$ cat src/hw/axis_pkg.sv
/*
 * Shared definitions for the stream multiplexer.
 * Field widths of the AXI4-Stream sideband and the beat struct
 * that carries one transfer through every stage.
 */

package axis_pkg;

   // --------------------------------------------------
   // field widths
   // --------------------------------------------------

   // bytes of payload per beat.
   localparam int DATA_BYTES = 4;

   // stream id, carries the ingress port number in the testbench.
   localparam int TID_W = 4;

   // routing destination, passed through untouched.
   localparam int TDEST_W = 4;

   // user sideband, passed through untouched.
   localparam int TUSER_W = 8;

   // --------------------------------------------------
   // beat struct
   // --------------------------------------------------

   // one AXI4-Stream transfer, without valid and ready.
   // valid and ready travel next to it as separate bits.
   typedef struct packed {
      logic [DATA_BYTES-1:0][7:0] tdata;  // payload, byte 0 in the low lane.
      logic [DATA_BYTES-1:0]      tkeep;  // one bit per payload byte.
      logic                       tlast;  // marks the final beat of a packet.
      logic [TID_W-1:0]           tid;
      logic [TDEST_W-1:0]         tdest;
      logic [TUSER_W-1:0]         tuser;
   } axis_beat_t;

endpackage : axis_pkg

$ cat src/hw/arb_rr.sv
/*
 * Work-conserving round-robin arbiter.
 * Grants one requester at a time and keeps the grant locked
 * until the packet of the granted port ends with ack.
 */

module arb_rr #(
   parameter int N = 2
) (
   input  logic                 aclk,
   input  logic                 rst_n,
   input  logic [N-1:0]         req,
   input  logic [N-1:0]         ack,
   output logic [N-1:0]         grant,
   output logic [$clog2(N)-1:0] sel
);

   localparam int SEL_W = $clog2(N);

   // --------------------------------------------------
   // state
   // --------------------------------------------------

   // index of the port granted last, the search starts after it.
   logic [SEL_W-1:0] ptr;

   // result of the round-robin search.
   logic [SEL_W-1:0] pick;
   logic [N-1:0]     pick_onehot;
   logic             pick_found;

   // no grant is held.
   logic idle;

   // the granted port finishes its packet this cycle.
   logic done;

   assign idle = ~|grant;
   assign done = |(ack & grant);

   // --------------------------------------------------
   // round-robin search
   // --------------------------------------------------

   // walk from ptr+1 around to ptr and take the first request.
   // ports without req are skipped, so no cycle is wasted on them.
   always_comb begin
      int idx;
      pick        = ptr;
      pick_onehot = '0;
      pick_found  = 1'b0;
      for (int k = 1; k <= N; k++) begin
         idx = int'(ptr) + k;
         // wrap around past the last port.
         if (idx >= N) begin
            idx = idx - N;
         end
         if (!pick_found && req[idx]) begin
            pick             = SEL_W'(idx);
            pick_onehot[idx] = 1'b1;
            pick_found       = 1'b1;
         end
      end
   end

   // --------------------------------------------------
   // grant register
   // --------------------------------------------------

   // idle -> grant one cycle after a request shows up.
   // granted -> hold until ack, then back to idle on the next edge.
   // the grant stays even if req drops in the middle of a packet.
   always_ff @(posedge aclk) begin
      if (!rst_n) begin
         grant <= '0;
         sel   <= '0;
         // first search after reset begins at port 0.
         ptr   <= SEL_W'(N - 1);
      end else if (idle) begin
         if (pick_found) begin
            grant <= pick_onehot;
            sel   <= pick;
         end
      end else if (done) begin
         grant <= '0;
         // the finished port goes to the back of the line.
         ptr   <= sel;
      end
   end

   // --------------------------------------------------
   // assertions
   // --------------------------------------------------

   // at most one port owns the egress.
   a_grant_onehot0 : assert property (
      @(posedge aclk) disable iff (!rst_n)
      $onehot0(grant)
   );

   // the selected port cannot change inside a packet.
   a_sel_locked : assert property (
      @(posedge aclk) disable iff (!rst_n)
      (|grant && !done) |=> $stable(sel) && $stable(grant)
   );

   // an ack comes only from a port that holds the grant.
   // the top level gates each ready by its grant bit, which makes this hold.
   a_ack_granted : assert property (
      @(posedge aclk) disable iff (!rst_n)
      (ack & ~grant) == '0
   );

endmodule : arb_rr

$ cat src/hw/axis_tready_pipe.sv
/*
 * Ingress skid stage.
 * Registers the ready toward the sender and holds one beat
 * when the downstream side stalls.
 */

module axis_tready_pipe (
   input  logic                 aclk,
   input  logic                 rst_n,
   input  logic                 in_valid,
   input  axis_pkg::axis_beat_t in_beat,
   output logic                 in_ready,
   output logic                 out_valid,
   output axis_pkg::axis_beat_t out_beat,
   input  logic                 out_ready
);

   import axis_pkg::*;

   // --------------------------------------------------
   // skid register
   // --------------------------------------------------

   logic       skid_valid;
   axis_beat_t skid_beat;

   // a beat enters while nobody downstream takes it.
   logic catch_beat;

   assign catch_beat = in_valid && in_ready && !out_ready && !skid_valid;

   // control state.
   always_ff @(posedge aclk) begin
      if (!rst_n) begin
         skid_valid <= 1'b0;
         in_ready   <= 1'b1;
      end else if (catch_beat) begin
         // held beat, stop the sender from next cycle on.
         skid_valid <= 1'b1;
         in_ready   <= 1'b0;
      end else if (skid_valid && out_ready) begin
         // held beat drains, open up again.
         skid_valid <= 1'b0;
         in_ready   <= 1'b1;
      end
   end

   // payload only.
   always_ff @(posedge aclk) begin
      if (catch_beat) begin
         skid_beat <= in_beat;
      end
   end

   // --------------------------------------------------
   // output
   // --------------------------------------------------

   // pass-through while empty, the held beat goes first otherwise.
   assign out_valid = skid_valid || in_valid;
   assign out_beat  = skid_valid ? skid_beat : in_beat;

   // --------------------------------------------------
   // assertions
   // --------------------------------------------------

   // a stalled beat stays put, also across the move into the skid register.
   a_out_stable : assert property (
      @(posedge aclk) disable iff (!rst_n)
      (out_valid && !out_ready) |=> out_valid && $stable(out_beat)
   );

endmodule : axis_tready_pipe

$ cat src/hw/axis_full_pipe.sv
/*
 * Egress register slice with a main and a spare entry.
 * Valid and ready are both registered, so no combinational
 * path crosses the slice.
 */

module axis_full_pipe (
   input  logic                 aclk,
   input  logic                 rst_n,
   input  logic                 in_valid,
   input  axis_pkg::axis_beat_t in_beat,
   output logic                 in_ready,
   output logic                 out_valid,
   output axis_pkg::axis_beat_t out_beat,
   input  logic                 out_ready
);

   import axis_pkg::*;

   // --------------------------------------------------
   // entries
   // --------------------------------------------------

   // main entry feeds the egress directly.
   logic       main_valid;
   axis_beat_t main_beat;

   // spare entry catches a beat while main is held.
   logic       spare_valid;
   axis_beat_t spare_beat;

   logic in_xfer;
   logic main_free;

   assign in_xfer = in_valid && in_ready;

   // main can take a new beat when it is empty or drains now.
   assign main_free = !main_valid || out_ready;

   // control state.
   always_ff @(posedge aclk) begin
      if (!rst_n) begin
         main_valid  <= 1'b0;
         spare_valid <= 1'b0;
         in_ready    <= 1'b1;
      end else if (main_free) begin
         // spare first to keep the order, else the new beat.
         // in_ready is low while spare is full, so both never meet.
         main_valid  <= spare_valid || in_xfer;
         spare_valid <= 1'b0;
         in_ready    <= 1'b1;
      end else if (in_xfer) begin
         // main is held, park the new beat.
         spare_valid <= 1'b1;
         in_ready    <= 1'b0;
      end
   end

   // payload only.
   always_ff @(posedge aclk) begin
      if (main_free) begin
         if (spare_valid) begin
            main_beat <= spare_beat;
         end else if (in_xfer) begin
            main_beat <= in_beat;
         end
      end
      if (!main_free && in_xfer) begin
         spare_beat <= in_beat;
      end
   end

   // --------------------------------------------------
   // output
   // --------------------------------------------------

   assign out_valid = main_valid;
   assign out_beat  = main_beat;

   // --------------------------------------------------
   // assertions
   // --------------------------------------------------

   // a stalled beat holds until the sink takes it.
   a_out_stable : assert property (
      @(posedge aclk) disable iff (!rst_n)
      (out_valid && !out_ready) |=> out_valid && $stable(out_beat)
   );

endmodule : axis_full_pipe

$ cat src/hw/axis_mux.sv
/*
 * Packet multiplexer for AXI4-Stream.
 * Merges N ingress streams onto one egress by whole packets,
 * with a skid stage per ingress and a register slice at egress.
 */

module axis_mux #(
   parameter int N = 2
) (
   input  logic                 aclk,
   input  logic                 rst_n,
   input  logic [N-1:0]         in_valid,
   input  axis_pkg::axis_beat_t in_beat [N],
   output logic [N-1:0]         in_ready,
   output logic                 out_valid,
   output axis_pkg::axis_beat_t out_beat,
   input  logic                 out_ready
);

   import axis_pkg::*;

   localparam int SEL_W = $clog2(N);

   // --------------------------------------------------
   // internal streams
   // --------------------------------------------------

   // outputs of the ingress skid stages.
   logic [N-1:0] int_valid;
   axis_beat_t   int_beat [N];
   logic [N-1:0] int_ready;

   // arbiter handshake.
   logic [N-1:0]     req;
   logic [N-1:0]     ack;
   logic [N-1:0]     grant;
   logic [SEL_W-1:0] sel;

   // merged stream into the egress slice.
   logic       mux_valid;
   axis_beat_t mux_beat;
   logic       mux_ready;

   for (genvar i = 0; i < N; i++) begin : g_in
      // skid stage per ingress port.
      axis_tready_pipe in_pipe_inst (
         .aclk      (aclk),
         .rst_n     (rst_n),
         .in_valid  (in_valid[i]),
         .in_beat   (in_beat[i]),
         .in_ready  (in_ready[i]),
         .out_valid (int_valid[i]),
         .out_beat  (int_beat[i]),
         .out_ready (int_ready[i])
      );

      // any waiting beat is a request.
      assign req[i] = int_valid[i];

      // packet ends when its last beat transfers.
      assign ack[i] = int_valid[i] && int_beat[i].tlast && int_ready[i];

      // only the granted port sees the egress ready.
      assign int_ready[i] = grant[i] && mux_ready;
   end

   // --------------------------------------------------
   // arbitration
   // --------------------------------------------------

   arb_rr #(
      .N (N)
   ) arb_rr_inst (
      .aclk  (aclk),
      .rst_n (rst_n),
      .req   (req),
      .ack   (ack),
      .grant (grant),
      .sel   (sel)
   );

   // --------------------------------------------------
   // merge
   // --------------------------------------------------

   // valid is gated by the grant, so nothing leaks out while idle.
   assign mux_valid = |(int_valid & grant);
   assign mux_beat  = int_beat[sel];

   axis_full_pipe out_pipe_inst (
      .aclk      (aclk),
      .rst_n     (rst_n),
      .in_valid  (mux_valid),
      .in_beat   (mux_beat),
      .in_ready  (mux_ready),
      .out_valid (out_valid),
      .out_beat  (out_beat),
      .out_ready (out_ready)
   );

   // --------------------------------------------------
   // packet tracking for the assertion
   // --------------------------------------------------

   // open while a packet has started and its tlast is still due.
   logic             pkt_open;
   logic [SEL_W-1:0] pkt_sel;
   logic             mux_xfer;

   assign mux_xfer = mux_valid && mux_ready;

   always_ff @(posedge aclk) begin
      if (!rst_n) begin
         pkt_open <= 1'b0;
         pkt_sel  <= '0;
      end else if (mux_xfer) begin
         pkt_open <= !mux_beat.tlast;
         pkt_sel  <= sel;
      end
   end

   // beats of one packet all come from the same port.
   a_no_interleave : assert property (
      @(posedge aclk) disable iff (!rst_n)
      (mux_xfer && pkt_open) |-> (sel == pkt_sel)
   );

endmodule : axis_mux

$ cat config.mk
export PLATFORM = sky130hd
export DESIGN_NAME = axis_mux
export DESIGN_NICKNAME = d
export VERILOG_FILES = /design/src/hw/axis_pkg.sv /design/src/hw/arb_rr.sv /design/src/hw/axis_tready_pipe.sv /design/src/hw/axis_full_pipe.sv /design/src/hw/axis_mux.sv
export SDC_FILE = /design/constraint.sdc
export NUM_CORES = 1
export LEC_CHECK = 0
export BUFFER_PORTS_ARGS = -buffer_cell sky130_fd_sc_hd__buf_2
export CORE_MARGIN = 10
export CORE_UTILIZATION = 61
export CTS_CLUSTER_DIAMETER = 150
export CTS_CLUSTER_SIZE = 28
export DETAILED_ROUTE_END_ITERATION = 8
export PLACE_DENSITY = 0.85
export SLEW_MARGIN = 25
export SYNTH_ARGS = -nofsm -noshare
export SYNTH_HDL_FRONTEND = slang
export SYNTH_HIERARCHICAL = 1
export SYNTH_SLANG_ARGS = --single-unit
$ cat constraint.sdc
create_clock -name aclk -period 7.3 [get_ports aclk]
set_input_delay 1.095 -clock aclk [delete_from_list [all_inputs] [get_ports aclk]]
set_output_delay 1.095 -clock aclk [all_outputs]
set_load 0.01 [all_outputs]
==> results of run 1 <==
[cell usage in the layout (no fill, tap or decap)]
master,Yosys,final
o2bb2ai_1,1,1
nor2b_1,4,4
and4_1,2,2
and2_1,4,4
inv_1,1,1
dfxtp_2,0,1
a21boi_1,1,1
nor3b_1,2,2
nand2b_1,2,2
a21oi_1,4,4
a22o_1,1,1
buf_16,0,1
nor3_2,0,2
nand3_1,1,1
clkbuf_1,0,6
nor3b_2,3,3
mux2_1,10,10
edfxtp_1,212,212
mux2i_1,1,1
mux2_4,119,119
dfxtp_1,11,7
or3b_1,1,1
mux2_2,83,83
diode_2,0,3
buf_4,0,8
a22o_2,1,1
nor2_4,0,1
o22ai_1,1,1
or2_2,2,2
o32ai_2,1,1
clkbuf_16,0,11
nand4bb_1,1,1
a21oi_2,1,1
buf_2,6,166
dfxtp_4,0,3
nand2_1,4,4
o21ai_1,2,2
and3_2,0,1
[per-layer routing]
metal | GRT usage | part of all wire | up-vias
met2 | 0.3146 | 0.52 | 159
met3 | 0.03428 | 0.050 | 37
met4 | 0.06194 | 0.032 | 2
met5 | 0 | 0.00055 | -
met1 | 0.2054 | 0.39 | 2541
li1 | - | - | 2306
[power groups by stage]
stage | clock network, W | registers [W] | logic [W]
final | 0.000653 | 0.00171 | 0.000665
after detailed placement | 0 | 0.00176 | 0.000657
after global routing | 0.000711 | 0.00172 | 0.000716
after global placement | 0 | 0.00175 | 0.000629
after floorplan | 0 | 0.00174 | 0.000481
after CTS | 0.000670 | 0.00173 | 0.000658
[critical path, delay by kind of cell, from the launching register on]
| family | cells | cell delay, ns |
|---|---|---|
| AO/OA/AOI/OAI | 2 | 0.28 |
| buffers and inverters | 1 | 0.48 |
| flip-flops | 1 | 0.90 |
| AND/OR/NAND/NOR | 2 | 0.89 |
[cells by family (layout without fill, tap and decap cells)]
logic type,after synthesis,count (layout),synth area share
other cells,0,3,0
simple gates,30,30,0.02040
mux,213,213,0.2828
buf+inv,25,193,0.03223
flops,223,223,0.6550
compound gates,13,13,0.009582
[flip-flops by register name (all words and copies together), names as in the netlist]
register / cells
arb_rr_inst/sel: 1
out_pipe_inst/out_valid: 1
out_pipe_inst/in_ready: 1
out_pipe_inst/out_beat: 53
out_pipe_inst/spare_valid: 1
arb_rr_inst/grant: 2
g_in.in_pipe_inst/in_ready: 2
arb_rr_inst/ptr: 1
out_pipe_inst/spare_beat: 53
g_in.in_pipe_inst/skid_valid: 2
g_in.in_pipe_inst/skid_beat: 106
[metrics by stage]
stage                     utilization  total power (W)  cells
final                          0.7038         0.003026    891
after global routing           0.7038         0.003151    891
after global placement         0.6830         0.002376    870
after floorplan                     -         0.002218    504
after CTS                      0.7016         0.003056    887
after detailed placement       0.6830         0.002413    870
[area by class of cell]
class | instances | area, um2 | share of cell area
antenna | 3 | 7.507 | 0.0006667
tap | 216 | 270.3 | 0.02400
multi-input combinational | 256 | 3164 | 0.2810
sequential | 223 | 6599 | 0.5860
timing repair buffer | 175 | 918.4 | 0.08156
clock buffer | 17 | 297.8 | 0.02644
inverter | 1 | 3.754 | 0.0003333
[worst paths after layout]
check / end
setup / recovery: out_pipe_inst/out_beat[3]$_DFFE_PP_
hold / removal: out_pipe_inst/out_beat[23]$_DFFE_PP_
setup reg to reg: out_pipe_inst/out_beat[3]$_DFFE_PP_
hold reg to reg: out_pipe_inst/out_beat[23]$_DFFE_PP_
==> flow_metrics.py, run 1 <==
metrics = {
    "worst_setup_path": {
        "worst_ep_required_time_ns": 7.43,
        "crit_chain": "or2_2 -> a22o_1 -> a21oi_2 -> nor2_4 -> buf_4",
        "rr_worst_depth": 5,
        "arrival_ns": 3.04,
        "slowest_delay_ns": 0.90,
        "critPathSlowestCell": "dfxtp_4",
        "r2r_start": "g_in[1].in_pipe_inst/skid_valid$_SDFFE_PN0P_",
        "start_kind": "flop",
        "setup.worst_path.start": "g_in[1].in_pipe_inst/skid_valid$_SDFFE_PN0P_",
        "path_class": "reg -> reg",
        "ff2ff_setup_slack_ns": 4.38,
        "worstPathMaxFanout": 58,
        "setup.worst_path.end_class": "flop",
    },
    "clock_network": {
        "clkTransAtPathRegs_ns": 0.11,
        "clock_latency_ns": 0.46,
        "cts.repair.resized": 0,
        "clock-sinks": 223,
        "htree_num_levels": 1,
        "cts_inserted_buffers": 11,
        "cts_tree": "yes",
        "cts_setup_buffers": 0,
        "clockBufferDepth": 3,
        "ctsRootBufferMaster": "clkbuf_16",
        "hold_buffers": 0,
    },
    "synth": {
        "syn_inst": 504,
        "synth_fp_nets": 615,
        "ys_types": 33,
        "synth-edff-count": 212,
        "yosysMostFrequentCell": "edfxtp_1",
        "synth-async-reset-ratio": 0,
        "ys_seq_elements": 223,
        "syn_avg_cell_area_um2": 19.95,
        "synth_warnings": 6,
        "synth.area.top_cells": "edfxtp_1 63%, mux2_4 18%, mux2_2 9.3%",
        "synth_commonest_cells": "212 x edfxtp_1, 119 x mux2_4, 83 x mux2_2",
        "synth-seq-area-share": 0.6550,
        "netlist_area_um2": 10060,
        "ys.flop_type": "edfxtp_1",
        "netlist.area_leader.share": 0.6331,
        "synth_largest_area_cell": "edfxtp_1",
    },
    "pwr": {
        "p_sw_frac": 0.2493,
        "pwr-share-clk": 0.216,
        "seq_power_share": 0.564,
        "p_per_area_nw_per_um2": 268.7,
        "netSwitchingPower_w": 0.0007544,
        "power.leakage_nw": 4.205,
        "combinationalPowerShare": 0.220,
        "p_int_w": 0.002272,
        "ir_drop_v": 0.0001945,
    },
    "sta": {
        "setup_viol": 0,
        "hold_viol": 0,
        "rsz0062_at_grt": "no",
        "fin_skew_ns": 0.01753,
        "slew-limit-headroom": 0.3167,
        "maxSlewViolCount": 0,
        "hold_slack_ns": 0.5551,
        "min_period_ns": 2.918,
        "fin_crit_sh": 0.3998,
        "worst_slack_ns": 4.382,
        "worst_pin_slew_ns": 1.025,
        "tns_ns": 0,
        "clock.fmax_mhz": 342.7,
    },
    "grt": {
        "antenna_found_initial": 3,
        "grt_max_degree": 59,
        "grt_pass1_vias": 5551,
        "grt_usage": 0.1757,
        "grt_pass1_wl_um": 30770,
        "grt_overflow": 0,
    },
    "finish": {
        "drive_above_1_share": 0.6012,
        "fillerInstances": 1050,
        "area_growth_pct": 11.98,
        "layout.nets": 779,
        "finalInstanceArea_um2": 11260,
    },
    "routing": {
        "first_pass_iters": 4,
        "via_per_inst": 5.662,
        "antenna_left": 0,
        "vias": 5045,
        "drc_errors": 0,
        "drt_wl_total_um": 19850,
        "wl_per_cell_um": 22.28,
        "drt_iter0_markers": 303,
    },
    "run": {
        "drv_cap": 0,
    },
    "placed_design": {
        "dpl.hpwl_um": 13970,
        "pre_cts_ws_ns": 4.115,
        "dpl_cell_area_um2": 10930,
        "globalplace.congestion": 0.8065,
        "portBuffers": 166,
    },
    "floorplan": {
        "die_w_um": 148.4,
        "fp-row-count": 46,
        "dieArea_um2": 22020,
        "dieHeight_um": 148.4,
        "core_area_um2": 16000,
        "io_pins": 167,
        "initial_utilization": 0.6285,
    },
    "outcome": {
        "status": "complete, no violations",
    },
    "min_path": {
        "hold_start": "out_pipe_inst/spare_beat[23]$_DFFE_PP_",
        "hold_class": "reg -> reg",
        "hold_depth": 1,
    },
}
Power figures use the tool's default switching activity.
==> inputs of run 2 (changes only) <==
--- a/config.mk
+++ b/config.mk
@@ -7,11 +7,11 @@
 export LEC_CHECK = 0
 export BUFFER_PORTS_ARGS = -buffer_cell sky130_fd_sc_hd__buf_2
 export CORE_MARGIN = 10
-export CORE_UTILIZATION = 61
+export CORE_UTILIZATION = 51
 export CTS_CLUSTER_DIAMETER = 150
 export CTS_CLUSTER_SIZE = 28
 export DETAILED_ROUTE_END_ITERATION = 8
-export PLACE_DENSITY = 0.85
+export PLACE_DENSITY = 0.76
 export SLEW_MARGIN = 25
 export SYNTH_ARGS = -nofsm -noshare
 export SYNTH_HDL_FRONTEND = slang
==> constraint.sdc (replaced) <==
create_clock -name aclk -period 2.5 [get_ports aclk]
set_input_delay 0.375 -clock aclk [delete_from_list [all_inputs] [get_ports aclk]]
set_output_delay 0.375 -clock aclk [all_outputs]
set_load 0.01 [all_outputs]
==> flow_metrics.py, run 2 (same netlist as run 1, synthesis figures left out) <==
metrics = {
    "outcome": {
        "status": "complete, no violations",
    },
    "clock_network": {
        "cts.repair.resized": 0,
        "hold_buffers": 0,
        "clock-sinks": 223,
        "cts_inserted_buffers": 11,
        "clockBufferDepth": 3,
        "clock_latency_ns": 0.46,
        "cts_tree": "yes",
        "clkTransAtPathRegs_ns": 0.11,
        "htree_num_levels": 1,
        "ctsRootBufferMaster": "clkbuf_16",
        "cts_setup_buffers": 0,
    },
    "routing": {
        "vias": 4999,
        "drt_wl_total_um": 20830,
        "antenna_left": 0,
        "wl_per_cell_um": 22.16,
        "drc_errors": 0,
        "drt_iter0_markers": 227,
        "via_per_inst": 5.318,
        "first_pass_iters": 4,
    },
    "finish": {
        "area_growth_pct": 13.62,
        "final_cell_mix": "212 x edfxtp_1, 166 x buf_2, 119 x mux2_4",
        "final_common_cell": "edfxtp_1",
        "regMostFlops": "g_in.in_pipe_inst/skid_beat",
        "fillerInstances": 1456,
        "drive_above_1_share": 0.6074,
        "layout.nets": 785,
        "finalInstanceArea_um2": 11430,
        "largest_reg_flops": 106,
        "diodes": 0,
    },
    "sta": {
        "fin_skew_ns": 0.006945,
        "tns_ns": 0,
        "clock.fmax_mhz": 474.8,
        "hold_viol": 0,
        "worst_pin_slew_ns": 0.8536,
        "rsz0062_at_grt": "no",
        "maxSlewViolCount": 0,
        "slew-limit-headroom": 0.4296,
        "min_period_ns": 2.106,
        "fin_crit_sh": 0.8424,
        "setup_viol": 0,
    },
    "worst_setup_path": {
        "path_class": "reg -> reg",
        "start_kind": "flop",
        "worstPathMaxFanout": 30,
        "worst_ep_required_time_ns": 2.66,
        "rr_worst_depth": 4,
        "arrival_ns": 2.27,
        "setup.worst_path.end_class": "flop",
    },
    "floorplan": {
        "initial_utilization": 0.5167,
        "fp-row-count": 51,
        "io_pins": 167,
        "dieArea_um2": 25730,
        "core_area_um2": 19460,
        "dieHeight_um": 160.4,
        "die_w_um": 160.4,
    },
    "min_path": {
        "hold_depth": 1,
        "hold_class": "in -> reg",
    },
    "pwr": {
        "power.leakage_nw": 4.247,
        "p_per_area_nw_per_um2": 777.6,
        "ir_drop_v": 0.0003745,
    },
    "placed_design": {
        "portBuffers": 166,
        "dpl.hpwl_um": 13910,
        "dpl_cell_area_um2": 11110,
        "globalplace.congestion": 0.7645,
    },
    "grt": {
        "grt_pass1_wl_um": 31940,
        "grt_usage": 0.1554,
        "grt_overflow": 0,
        "antenna_found_initial": 0,
        "grt_max_degree": 58,
        "grt_pass1_vias": 5645,
    },
    "run": {
        "drv_cap": 0,
    },
}
## run 2: path summary, 6_finish.rpt
| check | start | endpoint | slack, ns |
|---|---|---|---|
| max | arb_rr_inst/grant[0]$_SDFFE_PN0P_ | out_pipe_inst/out_beat[46]$_DFFE_PP_ | 0.39 |
| min | in_beat[4] | g_in[1].in_pipe_inst/skid_beat[4]$_DFFE_PP_ | 0.09 |
| max reg2reg | arb_rr_inst/grant[0]$_SDFFE_PN0P_ | out_pipe_inst/out_beat[46]$_DFFE_PP_ | 0.39 |
| min reg2reg | out_pipe_inst/out_valid$_SDFFE_PN0P_ | out_pipe_inst/spare_valid$_SDFFE_PP0P_ | 0.53 |
## run 2: routing by layer
metal | vias to the layer above | routed length (um) | GRT usage
li1 | 2314 | - | -
met2 | 109 | 10860 | 0.2794
met5 | - | 0 | 0
met1 | 2554 | 8755 | 0.1860
met3 | 22 | 812 | 0.02991
met4 | 0 | 403 | 0.04132
## run 2: stage by stage
step / hold slack [ns] / total power [W] / setup WS, ns / utilization / cells
after global placement: 0.5009 / 0.007021 / 0.3282 / 0.5709 / 925
after floorplan: 0.4468 / 0.006461 / 0.1677 / - / 504
final: 0.09083 / 0.008885 / 0.3940 / 0.5871 / 940
after CTS: 0.07944 / 0.008989 / 0.3970 / 0.5857 / 939
after detailed placement: 0.5078 / 0.007114 / 0.2592 / 0.5709 / 925
after global routing: 0.07394 / 0.009274 / 0.2895 / 0.5871 / 940
## run 2: cell type report
cell class	instances	area, um2	share of cell area
multi-input combinational	256	3177	0.2780
tap	265	331.6	0.02902
sequential	223	6601	0.5777
inverter	1	3.754	0.0003285
clock buffer	14	286.5	0.02508
timing repair buffer	181	1026	0.08979
## run 2: worst max-delay path, cell delays in order, from the launching register on
cell and delay, ns:
dfxtp_1 0.44, a22o_1 0.25, a21oi_2 0.11, nor2_4 0.66
buf_12 0.31
## run 2: power breakdown
group          leakage, nW  total (W)  switching, W  internal, W
Sequential            2.06    0.00491      0.000169      0.00474
Combinational         2.05    0.00208      0.000993      0.00109
Clock                0.139    0.00189       0.00108     0.000817
Total                 4.25    0.00889       0.00224      0.00665
